[config.mk]
export PLATFORM = sky130hd
export DESIGN_NAME = snd_decim_top
export DESIGN_NICKNAME = d
export VERILOG_FILES = /design/src/hw/snd_pkg.sv /design/src/hw/snd_cen_gen.sv /design/src/hw/cic_decim.sv /design/src/hw/snd_mix.sv /design/src/hw/snd_decim_top.sv
export SDC_FILE = /design/constraint.sdc
export NUM_CORES = 1
export LEC_CHECK = 0
export BUFFER_PORTS_ARGS = -buffer_cell sky130_fd_sc_hd__buf_2
export CAP_MARGIN = 10
export CORE_MARGIN = 2
export CORE_UTILIZATION = 45
export DETAILED_ROUTE_END_ITERATION = 12
export SYNTH_ARGS = -nofsm -noshare
export SYNTH_HDL_FRONTEND = slang
export SYNTH_SLANG_ARGS = --single-unit
[constraint.sdc]
create_clock -name clk -period 7 [get_ports clk]
set_clock_uncertainty 0.15 [all_clocks]
set_input_delay 0.7 -clock clk [delete_from_list [all_inputs] [get_ports clk]]
set_output_delay 0.7 -clock clk [all_outputs]
set_load 0.05 [all_outputs]
[src/hw/snd_pkg.sv]
// ##########################################################################
// FRAME_LEN must be a whole multiple of FM_DIV and PSG_DIV so that the enables stay aligned
// ##########################################################################

package snd_pkg;

    // ######################################################################
    // Sample widths
    // ######################################################################
    localparam int FM_W  = 16;                          // FM synthesizer sample width
    localparam int PSG_W = 12;                          // Tone generator sample width
    localparam int OUT_W = 16;                          // Mixed output sample width

    // ######################################################################
    // Rates, all counted in clk cycles
    // ######################################################################
    localparam int FM_DIV    = 4;                       // One FM input sample every 4 clocks
    localparam int PSG_DIV   = 2;                       // One PSG input sample every 2 clocks
    localparam int FRAME_LEN = 24;                      // One output sample every 24 clocks
    localparam int FRAME_CNT_W = $clog2(FRAME_LEN);     // Width of the frame counter

    // ######################################################################
    // Filter growth and mixing
    // ######################################################################
    localparam int FM_GROWTH  = 6;                      // 2**6 covers the FM gain of 6*6
    localparam int PSG_GROWTH = 8;                      // 2**8 covers the PSG gain of 12*12
    localparam int PSG_SHIFT  = 4;                      // Lifts 12-bit PSG to 16-bit scale

    // Mixer sum keeps one spare bit above the widest operand
    localparam int MIX_W = ((FM_W > PSG_W + PSG_SHIFT) ? FM_W : PSG_W + PSG_SHIFT) > OUT_W
                         ? ((FM_W > PSG_W + PSG_SHIFT) ? FM_W : PSG_W + PSG_SHIFT) + 1
                         : OUT_W + 1;

    // Clamp limits of the output, held at mixer width
    localparam logic signed [MIX_W-1:0] OUT_MAX = MIX_W'((64'sd1 <<< (OUT_W - 1)) - 1);
    localparam logic signed [MIX_W-1:0] OUT_MIN = ~OUT_MAX;

    // ######################################################################
    // Sample types
    // ######################################################################
    typedef logic signed [FM_W-1:0]  fm_sample_t;       // FM stream sample
    typedef logic signed [PSG_W-1:0] psg_sample_t;      // PSG stream sample
    typedef logic signed [OUT_W-1:0] out_sample_t;      // Mixed output sample

endpackage

[src/hw/snd_cen_gen.sv]
// ##########################################################################
// Enables lag the frame counter by one clock, so all are low right after reset
// ##########################################################################

module snd_cen_gen
    import snd_pkg::*;
(
    input  logic clk,
    input  logic rst,
    output logic cen_fm,                                // FM input sample enable
    output logic cen_psg,                               // PSG input sample enable
    output logic cen_out                                // Output sample enable
);

    // ######################################################################
    // Frame counter
    // ######################################################################
    logic [FRAME_CNT_W-1:0] cnt;                        // Position inside the output frame
    logic                   cnt_wrap;                   // Last clock of the frame

    assign cnt_wrap = (cnt == FRAME_CNT_W'(FRAME_LEN - 1));

    always_ff @(posedge clk) begin
        if (rst) begin
            cnt <= '0;                                  // Frame starts at position 0
        end else if (cnt_wrap) begin
            cnt <= '0;
        end else begin
            cnt <= cnt + 1'b1;
        end
    end

    // ######################################################################
    // Enable decode
    // ######################################################################
    // All three enables are high together at frame position 0, which keeps
    // both input rates exact integer multiples of the output rate
    always_ff @(posedge clk) begin
        if (rst) begin
            cen_fm  <= 1'b0;
            cen_psg <= 1'b0;
            cen_out <= 1'b0;
        end else begin
            cen_fm  <= (int'(cnt) % FM_DIV) == 0;       // Every FM_DIV clocks
            cen_psg <= (int'(cnt) % PSG_DIV) == 0;      // Every PSG_DIV clocks
            cen_out <= (cnt == '0);                     // Once per frame
        end
    end

endmodule

[src/hw/cic_decim.sv]
// ##########################################################################
// DC gain is ratio**2 / 2**GROWTH, output is the comb result truncated to its top bits
// ##########################################################################

module cic_decim
    import snd_pkg::*;
#(
    parameter type sample_t = fm_sample_t,              // Sample type of this stream
    parameter int  GROWTH   = FM_GROWTH                 // Extra integrator bits
)
(
    input  logic    clk,
    input  logic    rst,
    input  logic    cen_in,                             // Input sample rate
    input  logic    cen_out,                            // Output sample rate
    input  sample_t snd_in,
    output sample_t snd_out
);

    localparam int IN_W  = $bits(sample_t);             // Width of one sample
    localparam int ACC_W = IN_W + GROWTH;               // Width of integrators and combs

    typedef logic signed [ACC_W-1:0] acc_t;

    // ######################################################################
    // Integrators at the input rate
    // ######################################################################
    acc_t integ1, integ2;                               // Integrator registers
    acc_t integ1_nxt, integ2_nxt;                       // Values after this clock

    // The comb side reads the next values so that an input taken in the
    // same clock as cen_out is already part of the frame it closes
    always_comb begin
        integ1_nxt = integ1;
        integ2_nxt = integ2;
        if (cen_in) begin
            integ1_nxt = integ1 + acc_t'(snd_in);       // Sign extended, wraps freely
            integ2_nxt = integ2 + integ1;               // Second stage sees the old first
        end
    end

    always_ff @(posedge clk) begin
        if (rst) begin
            integ1 <= '0;
            integ2 <= '0;
        end else begin
            integ1 <= integ1_nxt;
            integ2 <= integ2_nxt;
        end
    end

    // ######################################################################
    // Combs at the output rate
    // ######################################################################
    acc_t last, comb1, last_comb1;                      // Comb delay lines
    acc_t comb2;                                        // Second comb difference

    assign comb2 = comb1 - last_comb1;

    always_ff @(posedge clk) begin
        if (rst) begin
            last       <= '0;
            comb1      <= '0;
            last_comb1 <= '0;
            snd_out    <= '0;
        end else if (cen_out) begin
            last       <= integ2_nxt;                   // Keep this frame for the next
            comb1      <= integ2_nxt - last;            // First difference
            last_comb1 <= comb1;
            snd_out    <= sample_t'(comb2[ACC_W-1 -: IN_W]); // Drop the growth bits
        end
    end

endmodule

[src/hw/snd_mix.sv]
// ##########################################################################
// Output saturates at the out_sample_t limits; snd holds until the next strobe
// ##########################################################################

module snd_mix
    import snd_pkg::*;
(
    input  logic        clk,
    input  logic        rst,
    input  logic        cen_out,                        // Output rate the decimators update on
    input  fm_sample_t  fm_dec,                         // Decimated FM sample
    input  psg_sample_t psg_dec,                        // Decimated PSG sample
    output out_sample_t snd,                            // Mixed sample
    output logic        snd_stb                         // High for one clock per new sample
);

    // ######################################################################
    // Full precision sum and clamp
    // ######################################################################
    logic signed [MIX_W-1:0] fm_ext;                    // FM at mixer width
    logic signed [MIX_W-1:0] psg_ext;                   // PSG at mixer width and scaled up
    logic signed [MIX_W-1:0] mix_sum;                   // Sum before clamping
    out_sample_t             mix_sat;                   // Sum after clamping

    assign fm_ext  = MIX_W'(fm_dec);
    assign psg_ext = MIX_W'(psg_dec) <<< PSG_SHIFT;     // Brings PSG to FM scale
    assign mix_sum = fm_ext + psg_ext;

    always_comb begin
        if (mix_sum > OUT_MAX) begin
            mix_sat = out_sample_t'(OUT_MAX);           // Clip at the positive limit
        end else if (mix_sum < OUT_MIN) begin
            mix_sat = out_sample_t'(OUT_MIN);           // Clip at the negative limit
        end else begin
            mix_sat = out_sample_t'(mix_sum);
        end
    end

    // ######################################################################
    // Output register and strobe
    // ######################################################################
    logic cen_d;                                        // cen_out one clock later

    // The decimators update on cen_out, so their new samples are valid in
    // the clock after it, and snd and snd_stb both change at the end of that clock
    always_ff @(posedge clk) begin
        if (rst) begin
            cen_d   <= 1'b0;
            snd_stb <= 1'b0;
            snd     <= '0;
        end else begin
            cen_d   <= cen_out;
            snd_stb <= cen_d;                           // Single clock like cen_out
            if (cen_d) begin
                snd <= mix_sat;
            end
        end
    end

endmodule

[src/hw/snd_decim_top.sv]
// ##########################################################################
// Sources must present a new sample whenever cen_fm or cen_psg is high
// ##########################################################################

module snd_decim_top
    import snd_pkg::*;
(
    input  logic        clk,
    input  logic        rst,
    input  fm_sample_t  fm_snd,                         // FM synthesizer stream
    input  psg_sample_t psg_snd,                        // Tone generator stream
    output logic        cen_fm,                         // Asks the FM source for a sample
    output logic        cen_psg,                        // Asks the PSG source for a sample
    output out_sample_t snd,                            // Mixed sample at the output rate
    output logic        snd_stb                         // Marks each new mixed sample
);

    logic        cen_out;                               // Output rate enable
    fm_sample_t  fm_dec;                                // FM after decimation
    psg_sample_t psg_dec;                               // PSG after decimation

    // ######################################################################
    // Rate generation
    // ######################################################################
    snd_cen_gen u_cen (
        .clk     (clk),
        .rst     (rst),
        .cen_fm  (cen_fm),
        .cen_psg (cen_psg),
        .cen_out (cen_out)
    );

    // ######################################################################
    // Decimators, one per stream, both closing on cen_out
    // ######################################################################
    cic_decim #(.sample_t(fm_sample_t), .GROWTH(FM_GROWTH)) u_fm (
        .clk     (clk),
        .rst     (rst),
        .cen_in  (cen_fm),
        .cen_out (cen_out),
        .snd_in  (fm_snd),
        .snd_out (fm_dec)
    );

    cic_decim #(.sample_t(psg_sample_t), .GROWTH(PSG_GROWTH)) u_psg (
        .clk     (clk),
        .rst     (rst),
        .cen_in  (cen_psg),
        .cen_out (cen_out),
        .snd_in  (psg_snd),
        .snd_out (psg_dec)
    );

    // Mixing and output strobe
    snd_mix u_mix (
        .clk     (clk),
        .rst     (rst),
        .cen_out (cen_out),
        .fm_dec  (fm_dec),
        .psg_dec (psg_dec),
        .snd     (snd),
        .snd_stb (snd_stb)
    );

endmodule

# Yosys cells after proc, flatten, opt, wreduce, memory -nomap -nowiden
# Index checks and enable logic that the tools add are counted.
word_totals:
  regBits: 264
  latch_bits: 0
  ram_bits: 0
  romBits: 0
  inputBits: 30
  output_inout_bits: 19
  n_memories: 0
classes:
  add_sub_neg: 10
  multipliers: 0
  div_mod_pow: 0
  order_cmp: 2
  eq_ne: 1
  shift: 0
  n_mux: 4
  n_bitwise: 0
  n_reduce_logical: 4
ops:
  columns: ["op", "n"]
  rows:
  - ["logical NOT 32 bit", 2]
  - ["subtractor 22 bit", 2]
  - ["subtractor 20 bit", 2]
  - ["two-way mux 16 bit", 2]
  - ["adder 22 x 16 -> 22 bit", 1]
  - ["adder 22 bit", 1]
  - ["two-way mux 22 bit", 1]
  - ["adder 20 x 12 -> 20 bit", 1]
  - ["adder 20 bit", 1]
  - ["two-way mux 20 bit", 1]
  - ["adder 16 x 16 -> 17 bit", 1]
  - ["greater-than comparator 17 x 16 -> 1 bit (second input constant)", 1]
  - ["< comparator 17 x 16 -> 1 bit (second input constant)", 1]
  - ["adder 5 x 1 -> 5 bit (second input constant)", 1]
  - ["== test 5 bit (second input constant)", 1]
  - ["logical NOT 5 bit", 1]
  - ["OR reduction 2 bit", 1]

# Logic depth before layout (Yosys ltp)
depth:
  depth_word: 4
  ltp_mapped: 23
  mapped_depth_nobuf: 23

# Cells and area by module
# Synthesis repeated with hierarchy kept, for this count alone.
hier_totals:
  cells_unflattened: 2068
  hier_area_um2: 17305.3
by_module_without_submodules:
  columns: ["module", "instances", "cells_per_inst", "area_per_inst_um2", "seq_area_each_um2"]
  rows:
  - ["cic_decim (u_fm)", 1, 980, 8202.9, 2522.4]
  - ["cic_decim (u_psg)", 1, 905, 7413.4, 2242.2]
  - ["snd_mix", 1, 154, 1402.6, 360.3]
  - ["snd_cen_gen", 1, 29, 286.5, 160.2]

# Worst setup path after synthesis
# Ideal clock, no wire load.
synth_timing:
  path_type: "register to register"
  startpoint: "reg u_fm.integ2[0]"
  endpoint: "reg u_fm.comb1[21]"
  arrival_time_ns: 4.566
  slack_ns: 2.205
  stages_incl_launch_ff: 24
  n_path_buf: 0
  synth_period_minus_slack_ns: 4.795
  cell_sequence: "dfxtp_1 -> ha_1 -> fa_1 -> a21o_1 -> a21oi_2 -> o21bai_1 -> a2111o_1 -> a311oi_1 -> nor2b_1 -> nor2_1 -> xnor2_1 -> mux2i_1 -> inv_1 -> ha_1 -> a21o_1 -> a21o_1 -> a21oi_1 -> o21bai_1 -> a31o_1 -> o41ai_2 -> xnor2_1 -> xnor2_1 -> xnor2_1 -> a211oi_2"
synth_between:
  elab_chain_cells: 3
synth_rtl:
  columns: ["element", "line", "rtl"]
  rows:
  - ["start: declaration", "cic_decim.sv:28", "acc_t integ1, integ2;"]
  - ["start signal: assignment", "cic_decim.sv:48", "integ2 <= integ2_nxt;"]
  - ["adder 22 bit", "cic_decim.sv:38", "integ2_nxt = integ2 + integ1;"]
  - ["two-way mux 22 bit", "cic_decim.sv:36", "if (cen_in) begin"]
  - ["net u_fm.integ2_nxt[12]", "cic_decim.sv:29", "acc_t integ1_nxt, integ2_nxt;"]
  - ["subtractor 22 bit", "cic_decim.sv:68", "comb1 <= integ2_nxt - last;"]
  - ["end signal: assignment", "cic_decim.sv:68", null]
  - ["end: declaration", "cic_decim.sv:55", "acc_t last, comb1, last_comb1;"]
# The timed path passes the listed nets, and every way through them passes these cells.
# A chain may end at the register's enable or synchronous reset.

# Final worst setup path
# Ends and elaborated chain as after synthesis.

==> flow_metrics.env <==
export IMPL_status="finished clean"
export IMPL_die_area_um2=38850
export IMPL_synth_main_ff_cell="dfxtp_1"
export IMPL_rsz0062_at_grt="no"
export IMPL_synthArstFlopShare_pct=0
export IMPL_synth_edff_count=0
export IMPL_cts_root_buffer="clkbuf_16"
export IMPL_synth_fp_nets=2198
export IMPL_num_antenna_cells=0
export IMPL_ys_seq_area_share_pct=31.49
export IMPL_clk_pin_slew_worst_paths_ns=0.06
export IMPL_start_kind="register"
export IMPL_min_path_type="reg -> reg"
export IMPL_io_buffers=48
export IMPL_grt_max_degree=96
export IMPL_p_clk_share_pct=30.7
export IMPL_holdPathStages=1
export IMPL_yosys_warnings=0
export IMPL_htreeDepth=1
export IMPL_wl_um=34650
export IMPL_hold_violations=0
export IMPL_fmax_mhz=189.2
export IMPL_ys_types=85
export IMPL_clk_latency_ns=0.57
export IMPL_ys_seq_elements=264
export IMPL_synth_avg_cell_area_um2=8.438
export IMPL_drt_initial_drc_count=575
export IMPL_placedCellCount=2442
export IMPL_post_cts_setup_buffer_count=0
export IMPL_finalCritPeriodShare_pct=75.50
export IMPL_leakage_nw=8.205
export IMPL_die_w_um=197.1
export IMPL_vias=13257
export IMPL_wl_per_cell_um=13.87
export IMPL_p_sw_share_pct=34.83
export IMPL_reg2reg_slack_ns=1.72
export IMPL_cp_max_fo=4
export IMPL_gp_congestion=0.8780
export IMPL_power_frac_seq_pct=32.9
export IMPL_syn_cell_area_um2=16780
export IMPL_drive_gt1_share_pct=7.878
export IMPL_slew_violations=0
export IMPL_grt_pass1_vias=12370
export IMPL_grt_usage_pct=18.01
export IMPL_fillers=3464
export IMPL_tightest_slew_ns=1.083
export IMPL_maxCapViolations=0
export IMPL_cp_required_ns=7.26
export IMPL_preCtsSetupSlack_ns=1.784
export IMPL_final_antenna_net_count=0
export IMPL_numCtsBuffers=31
export IMPL_grt_pass1_wl_um=59820
export IMPL_r2r_worst_path_cells=23
export IMPL_nets=2216
export IMPL_pwr_share_comb_pct=36.4
export IMPL_p_int_mw=3.650
export IMPL_vias_per_cell=5.305
export IMPL_die_y_um=197.1
export IMPL_finalSetupViolCount=0
export IMPL_grt_antenna_before_repair=0
export IMPL_cts_sinks=264
export IMPL_io_pins=49
export IMPL_relSlewSlack_pct=27.79
export IMPL_finalCriticalPeriod_ns=5.285
export IMPL_synthCells=1989
export IMPL_firstDrtPassIters=5
export IMPL_irDropWorstVdd_mv=0.2076
export IMPL_grt_remaining_overflow=0
export IMPL_hold_buffers=0
export IMPL_cp_end_kind="register"
export IMPL_instances_no_fill=2499
export IMPL_p_switching_mw=1.951
export IMPL_cts_tree="yes"
export IMPL_setup_tns_final_ns=0
export IMPL_path_class="reg -> reg"
export IMPL_clockBufferDepth=3
export IMPL_drcViolationCount=0
export IMPL_cts_resized=0
export IMPL_fp_row_count=70
export IMPL_arrival_ns=5.54
export IMPL_p_per_area_nw_per_um2=302.4
export IMPL_synthToLayoutAreaGrowth_pct=10.38
export IMPL_dp_hpwl_um=24360
export IMPL_setup_ws_ns=1.715
export IMPL_coreArea_um2=36700
export IMPL_start_util_pct=45.73
[worst paths after layout]
check                                      to                       from
setup / recovery  u_fm.comb1[21]$_SDFFE_PP0P_  u_fm.integ2[0]$_SDFF_PP0_
hold / removal       u_cen.cen_out$_SDFF_PP0_    u_cen.cnt[3]$_SDFF_PP0_
setup reg to reg  u_fm.comb1[21]$_SDFFE_PP0P_  u_fm.integ2[0]$_SDFF_PP0_
hold reg to reg      u_cen.cen_out$_SDFF_PP0_    u_cen.cnt[3]$_SDFF_PP0_
[through the flow]
| stage | util [%] | cell area [µm²] | power [mW] | hold slack (ns) |
|---|---|---|---|---|
| after global routing | 50.48 | 18520 | 6.012 | 0.2846 |
| after CTS | 50.48 | 18520 | 5.662 | 0.2865 |
| final | 50.48 | 18520 | 5.601 | 0.2846 |
| after detailed placement | 47.48 | 17420 | 3.908 | 0.2757 |
| after global placement | 47.48 | 17420 | 3.865 | 0.2795 |
| after floorplan | - | 16780 | 3.517 | 0.2497 |
[cell usage in the layout, fill, tap and decap left out, types with 8 or more instances in the layout]
| cell | instances |
|---|---|
| buf_4 | 11 |
| nand2_1 | 87 |
| nand2b_1 | 24 |
| ha_1 | 172 |
| a21oi_1 | 121 |
| o21ai_1 | 15 |
| nor3_1 | 50 |
| mux2i_1 | 134 |
| o21a_1 | 13 |
| o31ai_1 | 14 |
| xor2_1 | 32 |
| o22ai_1 | 11 |
| and2_1 | 14 |
| a21o_1 | 42 |
| a31oi_1 | 13 |
| o221a_2 | 8 |
| inv_1 | 170 |
| and3_1 | 17 |
| buf_2 | 47 |
| or3_1 | 14 |
| a211oi_1 | 61 |
| nor2b_1 | 20 |
| nor2_1 | 287 |
| nand3_1 | 33 |
| xnor2_1 | 85 |
| clkbuf_16 | 31 |
| o21bai_1 | 16 |
| dfxtp_1 | 261 |
| o21ai_0 | 54 |
| nand4_1 | 10 |
[layer usage]
layer	track usage [%]	up-vias	wire length (µm)
li1	-	7079	-
met3	2.015	54	1064
met2	27.47	169	14040
met1	26.79	5955	18830
met4	4.901	0	714
met5	0	-	0
[critical path, stage by stage (launching register included)]
cell and delay (ns):
dfxtp_1 0.32, ha_1 0.24, fa_1 0.42, a21o_1 0.21, a21oi_2 0.18, o21bai_1 0.10, a2111o_1 0.46, a311oi_1 0.34
nor2b_1 0.08, nor2_1 0.12, xnor2_1 0.07, mux2i_1 0.22, inv_1 0.08, ha_1 0.34, a21o_1 0.19, a21o_1 0.17
a21oi_1 0.20, o21bai_1 0.09, a31o_1 0.25, o41ai_2 0.31, xnor2_1 0.18, xnor2_1 0.15, xnor2_1 0.15, a211oi_2 0.08
[cell usage after synthesis (50+ instances only)]
cell      number  area, µm²
nand2_1       87      326.6
a211oi_1      61      457.9
clkbuf_1      63      236.5
o21ai_0       54      270.3
mux2i_1      134       1341
dfxtp_1      264       5285
ha_1         172       2152
a21oi_1      121      605.6
xnor2_1       85      744.5
nor2_1       287       1077
nor3_1        50      250.2
inv_1        170      638.1
[cell families after synthesis]
kind of cell	after synthesis	synth area share, %
compound gates	462	19.09
xor+xnor	118	6.248
fa+ha+maj	180	13.72
buf+inv	245	5.510
flops	264	31.49
mux	136	8.149
simple gates	584	15.80
[state kept, by name, summed over array words and instances, names as in the netlist, 5 cells and up]
name and count:
u_psg.comb1 20, u_psg.last 20, u_fm.integ1 22, u_fm.integ2 22
u_psg.integ2 20, u_psg.last_comb1 20, u_cen.cnt 5, u_fm.last 22
u_fm.last_comb1 22, u_psg.integ1 20, u_psg.snd_out 12, u_fm.comb1 22
u_mix.snd 16, u_fm.snd_out 16
[power by group through the flow]
stage               clock [mW]  combinational (mW)  sequential (mW)
detailed placement           0                2.03             1.88
finish                    1.72                2.04             1.84
global placement             0                1.99             1.87
floorplan                    0                1.67             1.84
global route              1.82                2.32             1.87
CTS                       1.77                2.04             1.85
[area by class of cell]
cell class / count / area [µm²] / share of cell area [%]
Multi-Input combinational cell: 1480 / 10570 / 57.08
Inverter: 171 / 641.9 / 3.465
Sequential cell: 264 / 5291 / 28.56
Clock buffer: 37 / 848.3 / 4.580
Tap cell: 468 / 585.6 / 3.161
Clock inverter: 20 / 252.7 / 1.364
Timing Repair Buffer: 59 / 331.6 / 1.790
No activity file was read; power rests on OpenSTA's default activity.
